`config.mk`:
```
export PLATFORM = sky130hd
export DESIGN_NAME = mesm6_alu
export DESIGN_NICKNAME = d
export VERILOG_FILES = /design/src/hdl/mesm6_word_pkg.sv /design/src/hdl/mesm6_alu_pkg.sv /design/src/hdl/mesm6_alu.sv /design/src/hdl/mesm6_alu_control.sv /design/src/hdl/mesm6_bit_count.sv /design/src/hdl/mesm6_field_engine.sv /design/src/hdl/mesm6_shift_engine.sv
export SDC_FILE = /design/constraint.sdc
export NUM_CORES = 2
export LEC_CHECK = 0
export ABC_AREA = 1
export BUFFER_PORTS_ARGS = -buffer_cell sky130_fd_sc_hd__buf_2
export CELL_PAD_IN_SITES_DETAIL_PLACEMENT = 1
export CELL_PAD_IN_SITES_GLOBAL_PLACEMENT = 1
export CORE_MARGIN = 4
export CORE_UTILIZATION = 48
export DETAILED_ROUTE_END_ITERATION = 10
export PLACE_DENSITY = 0.92
export SETUP_SLACK_MARGIN = 0.02
export SLEW_MARGIN = 20
export SYNTH_ARGS = -nofsm -noshare
export SYNTH_HDL_FRONTEND = slang
export SYNTH_HIERARCHICAL = 1
export SYNTH_SLANG_ARGS = --single-unit
```
`constraint.sdc`:
```
create_clock -name clk -period 12 [get_ports clk]
set_input_delay 2.4 -clock clk [delete_from_list [all_inputs] [get_ports clk]]
set_output_delay 2.4 -clock clk [all_outputs]
set_load 0.03 [all_outputs]
```
`src/hdl/mesm6_word_pkg.sv`:
```
////////////////////
// Machine word format of the 48-bit unit
// Width constants, shift bias, count width
// Raw word and exponent/mantissa views
////////////////////

package mesm6_word_pkg;

    // Word and field widths
    localparam int word_width  = 48;
    localparam int exp_width   = 7;
    localparam int mant_width  = 41;

    // Exponent value that leaves a word in place
    localparam logic [exp_width-1:0] exp_bias = 7'd64;

    // Ones count and leading-zero count need 6 bits for 0..48
    localparam int count_width = 6;

    typedef logic [word_width-1:0] word_t;

    // Exponent sits above the mantissa
    typedef struct packed {
        logic [exp_width-1:0]  exp;
        logic [mant_width-1:0] mant;
    } float_word_t;

    // One word, read either as raw bits or as exponent and mantissa
    typedef union packed {
        word_t       w;
        float_word_t f;
    } word_u;

endpackage

```
`src/hdl/mesm6_alu_pkg.sv`:
```
////////////////////
// Port types of the arithmetic unit
// Opcode set, command and result structs
////////////////////

package mesm6_alu_pkg;

    import mesm6_word_pkg::*;

    localparam int op_width = 4;

    // Integer and bit-field operations of the unit
    typedef enum logic [op_width-1:0] {
        op_and,
        op_or,
        op_xor,
        op_add_carry,
        op_count,
        op_clz,
        op_shift,
        op_pack,
        op_unpack,
        op_set_y,
        op_yta
    } alu_op_t;

    // Command word: opcode and two operands
    // B is a union since the shift reads its exponent field
    typedef struct packed {
        alu_op_t op;
        word_t   a;
        word_u   b;
    } alu_cmd_t;

    // Result: accumulator and Y register
    typedef struct packed {
        word_t acc;
        word_t y;
    } alu_res_t;

endpackage

```
`src/hdl/mesm6_alu.sv`:
```
////////////////////
// Top of the 48-bit arithmetic unit
// Control with bit counter, shifter and field engine
////////////////////

`timescale 1ns/1ns

module mesm6_alu
    import mesm6_word_pkg::*, mesm6_alu_pkg::*;
(
    input  logic     clk,
    input  logic     rst,
    input  alu_cmd_t cmd,
    input  logic     cmd_valid,
    output logic     cmd_ready,
    output alu_res_t res,
    output logic     res_valid,
    input  logic     res_ready
);

    logic [count_width-1:0] ones;
    logic [count_width-1:0] lead;
    word_t                  count_a;

    logic  shift_start;
    logic  shift_done;
    word_t shift_a;
    word_u shift_b;
    word_t shift_acc;
    word_t shift_y;

    logic  field_start;
    logic  field_pack;
    logic  field_done;
    word_t field_a;
    word_t field_mask;
    word_t field_acc;

    mesm6_alu_control mesm6_alu_control_i (
        .clk         (clk),
        .rst         (rst),
        .cmd         (cmd),
        .cmd_valid   (cmd_valid),
        .cmd_ready   (cmd_ready),
        .res         (res),
        .res_valid   (res_valid),
        .res_ready   (res_ready),
        .ones        (ones),
        .lead        (lead),
        .count_a     (count_a),
        .shift_start (shift_start),
        .shift_a     (shift_a),
        .shift_b     (shift_b),
        .shift_done  (shift_done),
        .shift_acc   (shift_acc),
        .shift_y     (shift_y),
        .field_start (field_start),
        .field_pack  (field_pack),
        .field_a     (field_a),
        .field_mask  (field_mask),
        .field_done  (field_done),
        .field_acc   (field_acc)
    );

    mesm6_bit_count mesm6_bit_count_i (
        .a    (count_a),
        .ones (ones),
        .lead (lead)
    );

    mesm6_shift_engine mesm6_shift_engine_i (
        .clk   (clk),
        .rst   (rst),
        .start (shift_start),
        .a     (shift_a),
        .b     (shift_b),
        .done  (shift_done),
        .acc   (shift_acc),
        .y     (shift_y)
    );

    mesm6_field_engine mesm6_field_engine_i (
        .clk   (clk),
        .rst   (rst),
        .start (field_start),
        .pack  (field_pack),
        .a     (field_a),
        .mask  (field_mask),
        .done  (field_done),
        .acc   (field_acc)
    );

endmodule

```
`src/hdl/mesm6_alu_control.sv`:
```
////////////////////
// Sequencer of the arithmetic unit
// Accumulator, Y and carry registers
// Logic ops, Y transfers, end-around adder
// Command and result handshakes
////////////////////

`timescale 1ns/1ns

module mesm6_alu_control
    import mesm6_word_pkg::*, mesm6_alu_pkg::*;
(
    input  logic                   clk,
    input  logic                   rst,
    input  alu_cmd_t               cmd,
    input  logic                   cmd_valid,
    output logic                   cmd_ready,
    output alu_res_t               res,
    output logic                   res_valid,
    input  logic                   res_ready,
    input  logic [count_width-1:0] ones,
    input  logic [count_width-1:0] lead,
    output word_t                  count_a,
    output logic                   shift_start,
    output word_t                  shift_a,
    output word_u                  shift_b,
    input  logic                   shift_done,
    input  word_t                  shift_acc,
    input  word_t                  shift_y,
    output logic                   field_start,
    output logic                   field_pack,
    output word_t                  field_a,
    output word_t                  field_mask,
    input  logic                   field_done,
    input  word_t                  field_acc
);

    typedef enum logic [2:0] {
        st_idle,
        st_add_b,
        st_add_carry,
        st_wait,
        st_result
    } state_t;

    state_t              state;
    word_t               acc;
    word_t               y;
    word_t               b_r;
    word_t               add_x;
    word_t               add_y;
    logic                carry;
    logic                accept;
    logic [word_width:0] sum;

    assign cmd_ready = (state == st_idle);
    assign res_valid = (state == st_result);
    assign accept    = cmd_valid && cmd_ready;

    assign res.acc = acc;
    assign res.y   = y;

    // Helpers see the command operands on the accept cycle
    assign count_a     = cmd.a;
    assign shift_start = accept && (cmd.op == op_shift);
    assign shift_a     = cmd.a;
    assign shift_b     = cmd.b;
    assign field_start = accept && (cmd.op == op_pack || cmd.op == op_unpack);
    assign field_pack  = (cmd.op == op_pack);
    assign field_a     = cmd.a;
    assign field_mask  = cmd.b.w;

    // Shared adder: A+B on accept, acc+B, then acc+carry
    always_comb begin
        add_x = (state == st_idle) ? cmd.a : acc;
        case (state)
            st_idle:      add_y = cmd.b.w;
            st_add_carry: add_y = word_t'(carry);
            default:      add_y = b_r;
        endcase
    end

    assign sum = {1'b0, add_x} + {1'b0, add_y};

    // B is needed again in the second step of count and clz
    always_ff @(posedge clk) begin
        if (accept) begin
            b_r <= cmd.b.w;
        end
    end

    always_ff @(posedge clk) begin
        if (rst) begin
            state <= st_idle;
            acc   <= '0;
            y     <= '0;
            carry <= 1'b0;
        end else begin
            case (state)
                st_idle: begin
                    if (accept) begin
                        state <= st_result;
                        case (cmd.op)
                            op_and: begin
                                acc <= cmd.a & cmd.b.w;
                                y   <= '0;
                            end
                            op_or: begin
                                acc <= cmd.a | cmd.b.w;
                                y   <= '0;
                            end
                            op_xor: begin
                                acc <= cmd.a ^ cmd.b.w;
                                y   <= cmd.a;
                            end
                            op_set_y: y   <= cmd.a;
                            op_yta:   acc <= y;
                            op_add_carry: begin
                                {carry, acc} <= sum;
                                y            <= '0;
                                state        <= st_add_carry;
                            end
                            op_count: begin
                                acc   <= word_t'(ones);
                                y     <= '0;
                                state <= st_add_b;
                            end
                            op_clz: begin
                                acc   <= word_t'(lead);
                                // Leading one falls off the top
                                y     <= cmd.a << lead;
                                state <= st_add_b;
                            end
                            op_shift: state <= st_wait;
                            op_pack, op_unpack: begin
                                y     <= '0;
                                state <= st_wait;
                            end
                            default: state <= st_result;
                        endcase
                    end
                end
                st_add_b: begin
                    {carry, acc} <= sum;
                    state        <= st_add_carry;
                end
                st_add_carry: begin
                    // Cannot carry out again after the first add
                    acc   <= sum[word_width-1:0];
                    state <= st_result;
                end
                st_wait: begin
                    if (shift_done) begin
                        acc   <= shift_acc;
                        y     <= shift_y;
                        state <= st_result;
                    end else if (field_done) begin
                        acc   <= field_acc;
                        state <= st_result;
                    end
                end
                st_result: begin
                    if (res_ready) begin
                        state <= st_idle;
                    end
                end
                default: state <= st_idle;
            endcase
        end
    end

endmodule

```
`src/hdl/mesm6_bit_count.sv`:
```
////////////////////
// Combinational bit counter
// Ones count and leading-zero-plus-one count
////////////////////

`timescale 1ns/1ns

module mesm6_bit_count
    import mesm6_word_pkg::*;
(
    input  word_t                  a,
    output logic [count_width-1:0] ones,
    output logic [count_width-1:0] lead
);

    // Lead is the position of the highest one counted from the top,
    // starting at 1, and 0 when the word is zero
    always_comb begin
        ones = '0;
        lead = '0;
        for (int i = 0; i < word_width; i++) begin
            ones = ones + count_width'(a[i]);
            // Higher bits come later and win
            if (a[i]) begin
                lead = count_width'(word_width - i);
            end
        end
    end

endmodule

```
`src/hdl/mesm6_field_engine.sv`:
```
////////////////////
// Serial bit pack and unpack under a mask
// Pack walks the mask up from bit 0
// Unpack walks all 48 mask bits from the top
////////////////////

`timescale 1ns/1ns

module mesm6_field_engine
    import mesm6_word_pkg::*;
(
    input  logic  clk,
    input  logic  rst,
    input  logic  start,
    input  logic  pack,
    input  word_t a,
    input  word_t mask,
    output logic  done,
    output word_t acc
);

    logic                   busy;
    logic                   pack_r;
    logic                   last;
    word_t                  src;
    word_t                  mask_r;
    logic [count_width-1:0] cnt;

    // Pack ends once no set mask bit is left above the current one
    // Unpack ends after a fixed 48 steps
    assign last = pack_r ? (mask_r[word_width-1:1] == '0)
                         : (cnt == count_width'(1));

    always_ff @(posedge clk) begin
        if (rst) begin
            busy <= 1'b0;
            done <= 1'b0;
        end else begin
            done <= 1'b0;
            if (start) begin
                busy <= 1'b1;
            end else if (busy && last) begin
                busy <= 1'b0;
                done <= 1'b1;
            end
        end
    end

    always_ff @(posedge clk) begin
        if (start) begin
            src    <= a;
            mask_r <= mask;
            pack_r <= pack;
            acc    <= '0;
            cnt    <= count_width'(word_width);
        end else if (busy) begin
            cnt <= cnt - count_width'(1);
            if (pack_r) begin
                // Selected source bits enter at the top and drift down
                if (mask_r[0]) begin
                    acc <= {src[0], acc[word_width-1:1]};
                end
                mask_r <= mask_r >> 1;
                src    <= src >> 1;
            end else begin
                // Next source bit is consumed only at a set mask position
                acc <= {acc[word_width-2:0], src[word_width-1] & mask_r[word_width-1]};
                if (mask_r[word_width-1]) begin
                    src <= src << 1;
                end
                mask_r <= mask_r << 1;
            end
        end
    end

endmodule

```
`src/hdl/mesm6_shift_engine.sv`:
```
////////////////////
// Iterative shifter for the accumulator/Y pair
// Count taken from the exponent of B
// One to four bit positions per cycle
////////////////////

`timescale 1ns/1ns

module mesm6_shift_engine
    import mesm6_word_pkg::*;
(
    input  logic  clk,
    input  logic  rst,
    input  logic  start,
    input  word_t a,
    input  word_u b,
    output logic  done,
    output word_t acc,
    output word_t y
);

    logic                    busy;
    logic [exp_width-1:0]    exp_r;
    logic [2*word_width-1:0] pair;
    logic [2*word_width-1:0] pair_right;
    logic [2*word_width-1:0] pair_swap;
    logic [2:0]              step;
    logic                    go_right;

    // Exponent above the bias moves right, below moves left
    assign go_right = exp_r[exp_width-1];

    // Step size brings the exponent to a multiple of four first,
    // then four at a time
    always_comb begin
        if (go_right) begin
            step = (exp_r[1:0] == 2'b00) ? 3'd4 : {1'b0, exp_r[1:0]};
        end else begin
            step = 3'd4 - {1'b0, exp_r[1:0]};
        end
    end

    assign pair_right = pair >> step;

    // Left shifts run on the swapped pair {y, acc}
    assign pair_swap = {pair[word_width-1:0], pair[2*word_width-1:word_width]} << step;

    always_ff @(posedge clk) begin
        if (rst) begin
            busy <= 1'b0;
            done <= 1'b0;
        end else begin
            done <= 1'b0;
            if (start) begin
                busy <= 1'b1;
            end else if (busy && exp_r == exp_bias) begin
                busy <= 1'b0;
                done <= 1'b1;
            end
        end
    end

    always_ff @(posedge clk) begin
        if (start) begin
            pair  <= {a, {word_width{1'b0}}};
            exp_r <= b.f.exp;
        end else if (busy && exp_r != exp_bias) begin
            if (go_right) begin
                pair  <= pair_right;
                exp_r <= exp_r - exp_width'(step);
            end else begin
                pair  <= {pair_swap[word_width-1:0], pair_swap[2*word_width-1:word_width]};
                exp_r <= exp_r + exp_width'(step);
            end
        end
    end

    assign acc = pair[2*word_width-1:word_width];
    assign y   = pair[word_width-1:0];

endmodule

```
After elaboration in Yosys (flattened, before gate mapping)
Cells that the tools add are included.

storage, ports and cells
  memory bits (writable) = 0
  memories kept = 0
  word-level logic and storage cells = 225
  bits in registers = 406
  bits in read-only memories = 0
  latch bits = 0
  output and inout bits = 98
  input bits = 104

cells by class
  eq/ne operators = 25
  bitwise gates (word level) = 4
  shift-type cells = 3
  multiplexer cells = 92
  $lt $le $gt $ge = 0
  add/sub/neg operators = 52
  divide/modulo/power cells = 0
  reductions and logical operators = 32
  multipliers = 0

operators by type and width
  operator              count
  $mux W48              15
  $pmux W48 S7          1
  $mux W6               48
  $mux W96              3
  $pmux W48 S3          2
  $add A6 B1 Y6         46
  $pmux W48 S2          2
  $shl A96 B3 Y96       1
  $shr A96 B3 Y96       1
  $add A48 B48 Y49      1
  $and A48 B48 Y48      1
  $or A48 B48 Y48       1
  $shl A48 B6 Y48       1
  $xor A48 B48 Y48      1
  $logic_not A47 Y1     1
  $mux W7               3
  $mux W3               6
  $eq A4 B3 Y1 const B  4
  $pmux W3 S5           1
  $eq A4 B4 Y1 const B  3
  $reduce_bool A2 Y1    6
  $reduce_or A2 Y1      5
  $mux W1               9
  $pmux W3 S3           1
  other kinds (31)      45

Logic depth before layout (Yosys ltp)
  depth in word-level cells = 52
  gate-level depth with buffers = 52
  gate-level depth less buffers = 48

Cells and area by module
Netlist, hierarchy kept.

by module, submodules not included
  module              sequential area each (um^2)  times used  area each (um^2)  cells an instance
  mesm6_alu_control   3443.3                       1           19743.9           3410
  mesm6_shift_engine  2652.5                       1           11248.3           2023
  mesm6_field_engine  4033.9                       1           7164.4            780
  mesm6_bit_count     0.0                          1           1969.4            277

Least setup slack after synthesis
OpenSTA, ideal clock, no wires.

  path type = input to register
  start = input cmd[83] (netlist bit)
  end = register mesm6_alu_control_i.acc[4]
  path buffers = 1
  setup time = 0.122 ns
  arrival = 7.619 ns
  required time = 11.878 ns
  stages on the path = 23
  setup slack = 4.259 ns
  path through = buf_4 inv_1 fa_1 inv_1 fa_1 inv_1 fa_1 inv_1 fa_1 inv_1 fa_1 fa_1 fa_1 inv_1 ha_1 inv_1 fa_1 o21a_1 xor2_1 a221oi_1 nand4_1 o21ai_0 a21oi_1

on the way
  cells in the longest elaborated chain, start to end = 16
  elaborated cells between the ends (all ways) = 29
  those cells by class = add/sub: 13; mux: 16

ends and longest elaborated chain
  element                      RTL line                  RTL
  start, declared              mesm6_alu.sv:13           input alu_cmd_t cmd,
  $add A6 B1 Y6 (13 in a row)  mesm6_bit_count.sv:22     ones = ones + count_width'(a[i]);
  named net ones[4]            mesm6_alu.sv:21           logic [count_width-1:0] ones;
  $pmux W48 S7                 mesm6_alu_control.sv:103  case (cmd.op)
  $mux W48                     mesm6_alu_control.sv:101  if (accept) begin
  $pmux W48 S3                 mesm6_alu_control.sv:99   case (state)
  end signal, assigned         mesm6_alu_control.sv:105  acc <= cmd.a & cmd.b.w;
  end signal, assigned         mesm6_alu_control.sv:109  acc <= cmd.a | cmd.b.w;
  end signal, assigned         mesm6_alu_control.sv:113  acc <= cmd.a ^ cmd.b.w;
  end, declared                mesm6_alu_control.sv:47   word_t acc;

The timed path passes the listed nets, and every way through them passes these cells. The select of a mux whose other input is x is not followed.
A chain may end at the register's enable or synchronous reset.

Worst setup path after layout
  start = input cmd[85] (netlist bit)
  end = register mesm6_alu_control_i.acc[4]

on the way
  cells in the longest elaborated chain, start to end = 14
  elaborated cells between the ends (all ways) = 25
  those cells by class = add/sub: 11; mux: 14

ends and longest elaborated chain
  element                      RTL line
  $add A6 B1 Y6 (11 in a row)  mesm6_bit_count.sv:22
  named net ones[4]            mesm6_alu.sv:21
  $pmux W48 S7                 mesm6_alu_control.sv:103
  $mux W48                     mesm6_alu_control.sv:101
  $pmux W48 S3                 mesm6_alu_control.sv:99

The timed path passes the listed nets, and every way through them passes these cells. The select of a mux whose other input is x is not followed.

==> results.md <==
* Status: complete, no violations
* Crit-path max FO at 9
* Most frequent cells in the layout: nand2_1, nand3_1, inv_1
* Skew final at 41.7 ps
* H-tree depth at 2
* Cell area after placement at 39600 um^2
* Die X at between 200 and 300 um
* Final setup violating endpoints at 0
* # resized after CTS at 0
* Syn_area_per_cell at 6.17 um^2
* Top Ports at 202
* PD cells at between 150 and 200 nW/um^2
* Vias at between 40000 and 50000
* Multi-input gate area at 24100 um^2
* Fill count at 11383
* Pins over their slew limit at 0
* WHS at between 400 and 500 ps
* CP Launch Type: primary input
* Maximum clock rate at ~130 MHz
* Final WL at 208000 um
* Top cell by count, worst path: fa_1
* CTS tree: built
* Core area at 82100 um^2
* Port buffer count at 201
* CP peak stage delay at 530 ps
* Die Y at a little under 300 um
* Detailed Place HPWL at 154000 um
* Initial Utilization at 48.5%
* Final critical-path share of the clock period at 64.2%
* Synthesis warning total at 6
* Vias per cell at approximately 6.5
* Clock root cell: clkbuf_16
* CP max stage cell: fa_1
* Final hold viol count at 0
* Clock slew at reported path FFs at 60 ps
* Postcts setup bufs at 0
* Antenna violations before repair at 19
* Vias in the first global route at 46442
* Critical path cell sequence: buf_2 > inv_1 > fa_1 > inv_1 > fa_1 > inv_1 > fa_1 > inv_1 > fa_1 > inv_1 > fa_1 > fa_1 > fa_1 > inv_1 > ha_1 > inv_1 > fa_1 > o21a_1 > xor2_1 > a221oi_1 > nand4_1 > o21ai_0 > a21oi_1
* Most common cell after layout, fill and taps aside: nand2_1
* First-pass GRT wire length at 301000 um
* Layout cell share with drive strength beyond 1 at around 7.3%
* CTS buffer count at 54
* Cell Area, Synth at 39800 um^2
* Setup_tns at 0 ps
* Area Growth Syn to Fin at 4.25%
* Wirelength per Cell at roughly 28 um
* # rows at 105
* Leakage at roughly 20 nW
* Net count reported at finish at 6510
* CTS max path bufs at 3
* Register Area at 10100 um^2
* VDD IR max at 0.000175 V
* Data arrival, critical path at 8240 ps
* GP Congestion at 1.04
* RSZ-0062 raised after global routing: false
* Die footprint at 87600 um^2
* Rel. slew slack at 11.9%
* Crit path time final at 7710 ps
* Clk_lat worst skew at 660 ps
* Syn nets at around 6800
* Least-Margin Pin Slew at 1320 ps
* HP Class: flop to flop
* Sink Count at 406
* Maxcap violations at 0
* DRT Pass-1 Iters at 6
* WP data required at 12530 ps
* Post-Synthesis Cells at about 6400
* Endpoint class of the critical path: flop
* Crit path kind: primary input to flop
* Final instance area at 41500 um^2
* Total congestion overflow at 0
* Iter 0 DRT Violations at 6130
* Total GRT Usage at between 40% and 50%
* DRC at 0
* CTS Hold Bufs at 0
* Antenna viol nets, final at 0
* Largest net degree at the start of global routing at roughly 130
[area by class of cell]
class / instances / share of cell area (%)
Timing Repair Buffer: 268 / 3.64
Inverter: 671 / 6.22
Clock inverter: 25 / 0.627
Tap cell: 1070 / 3.23
Antenna cell: 11 / 0.0663
Multi-Input combinational cell: 4796 / 58.0
Sequential cell: 406 / 24.4
Clock buffer: 75 / 3.79
[final timing paths]
| path | startpoint | endpoint | slack [ps] | depth (start not counted) |
|---|---|---|---|---|
| setup / recovery | cmd[85] | mesm6_alu_control_i/acc[4] | 4290 | 23 |
| hold / removal | mesm6_field_engine_i/cnt[5] | mesm6_field_engine_i/cnt[5] | 480 | 1 |
| setup reg to reg | mesm6_alu_control_i/state[0] | mesm6_alu_control_i/acc[36] | 6980 | 19 |
| hold reg to reg | mesm6_field_engine_i/cnt[5] | mesm6_field_engine_i/cnt[5] | 480 | 1 |
[metal layers]
layer	vias up	share of wire (%)	track usage [%]
li1	20665	-	-
met1	22841	38	58.0
met2	3093	41	67.4
met3	833	13	13.4
met4	12	8.6	31.7
met5	-	0.040	0
[report_power, final]
group          switching, mW  internal [mW]  total, mW  leakage (nW)
clock network          0.741           1.00       1.74         0.913
logic                   2.60           1.13       3.73          15.2
registers              0.420           1.74       2.16          3.57
[per-stage QoR]
stage          instances  util, %  power (mW)  setup slack [ps]
3_5_place_dp        7210     48.3        5.71              3690
6_report            7322     50.6        7.63              4290
2_1_floorplan       6449        -        4.43              4260
3_3_place_gp        7210     48.3        5.60              3690
5_1_grt             7317     50.5        7.99              4050
4_1_cts             7310     50.5        7.46              4340
[sequential cells by signal (all words and copies together), names as in the netlist, named ones only]
name	flops
mesm6_alu_control_i/acc	48
mesm6_alu_control_i/b_r	48
mesm6_alu_control_i/carry	1
mesm6_alu_control_i/state	3
mesm6_alu_control_i/y	48
mesm6_field_engine_i/acc	48
mesm6_field_engine_i/busy	1
mesm6_field_engine_i/cnt	6
mesm6_field_engine_i/done	1
mesm6_field_engine_i/mask_r	48
mesm6_field_engine_i/pack_r	1
mesm6_field_engine_i/src	48
mesm6_shift_engine_i/busy	1
mesm6_shift_engine_i/done	1
mesm6_shift_engine_i/exp_r	7
mesm6_shift_engine_i/pair	92
[critical path: cells and delay by family]
kind                     cells  cell delay (ps)
buffers and inverters        8              770
adder cells (fa/ha/maj)      9             4030
AO/OA/AOI/OAI                4              760
XOR/XNOR                     1              150
AND/OR/NAND/NOR              1              100
Note: power is estimated with default switching activity, not from simulation.
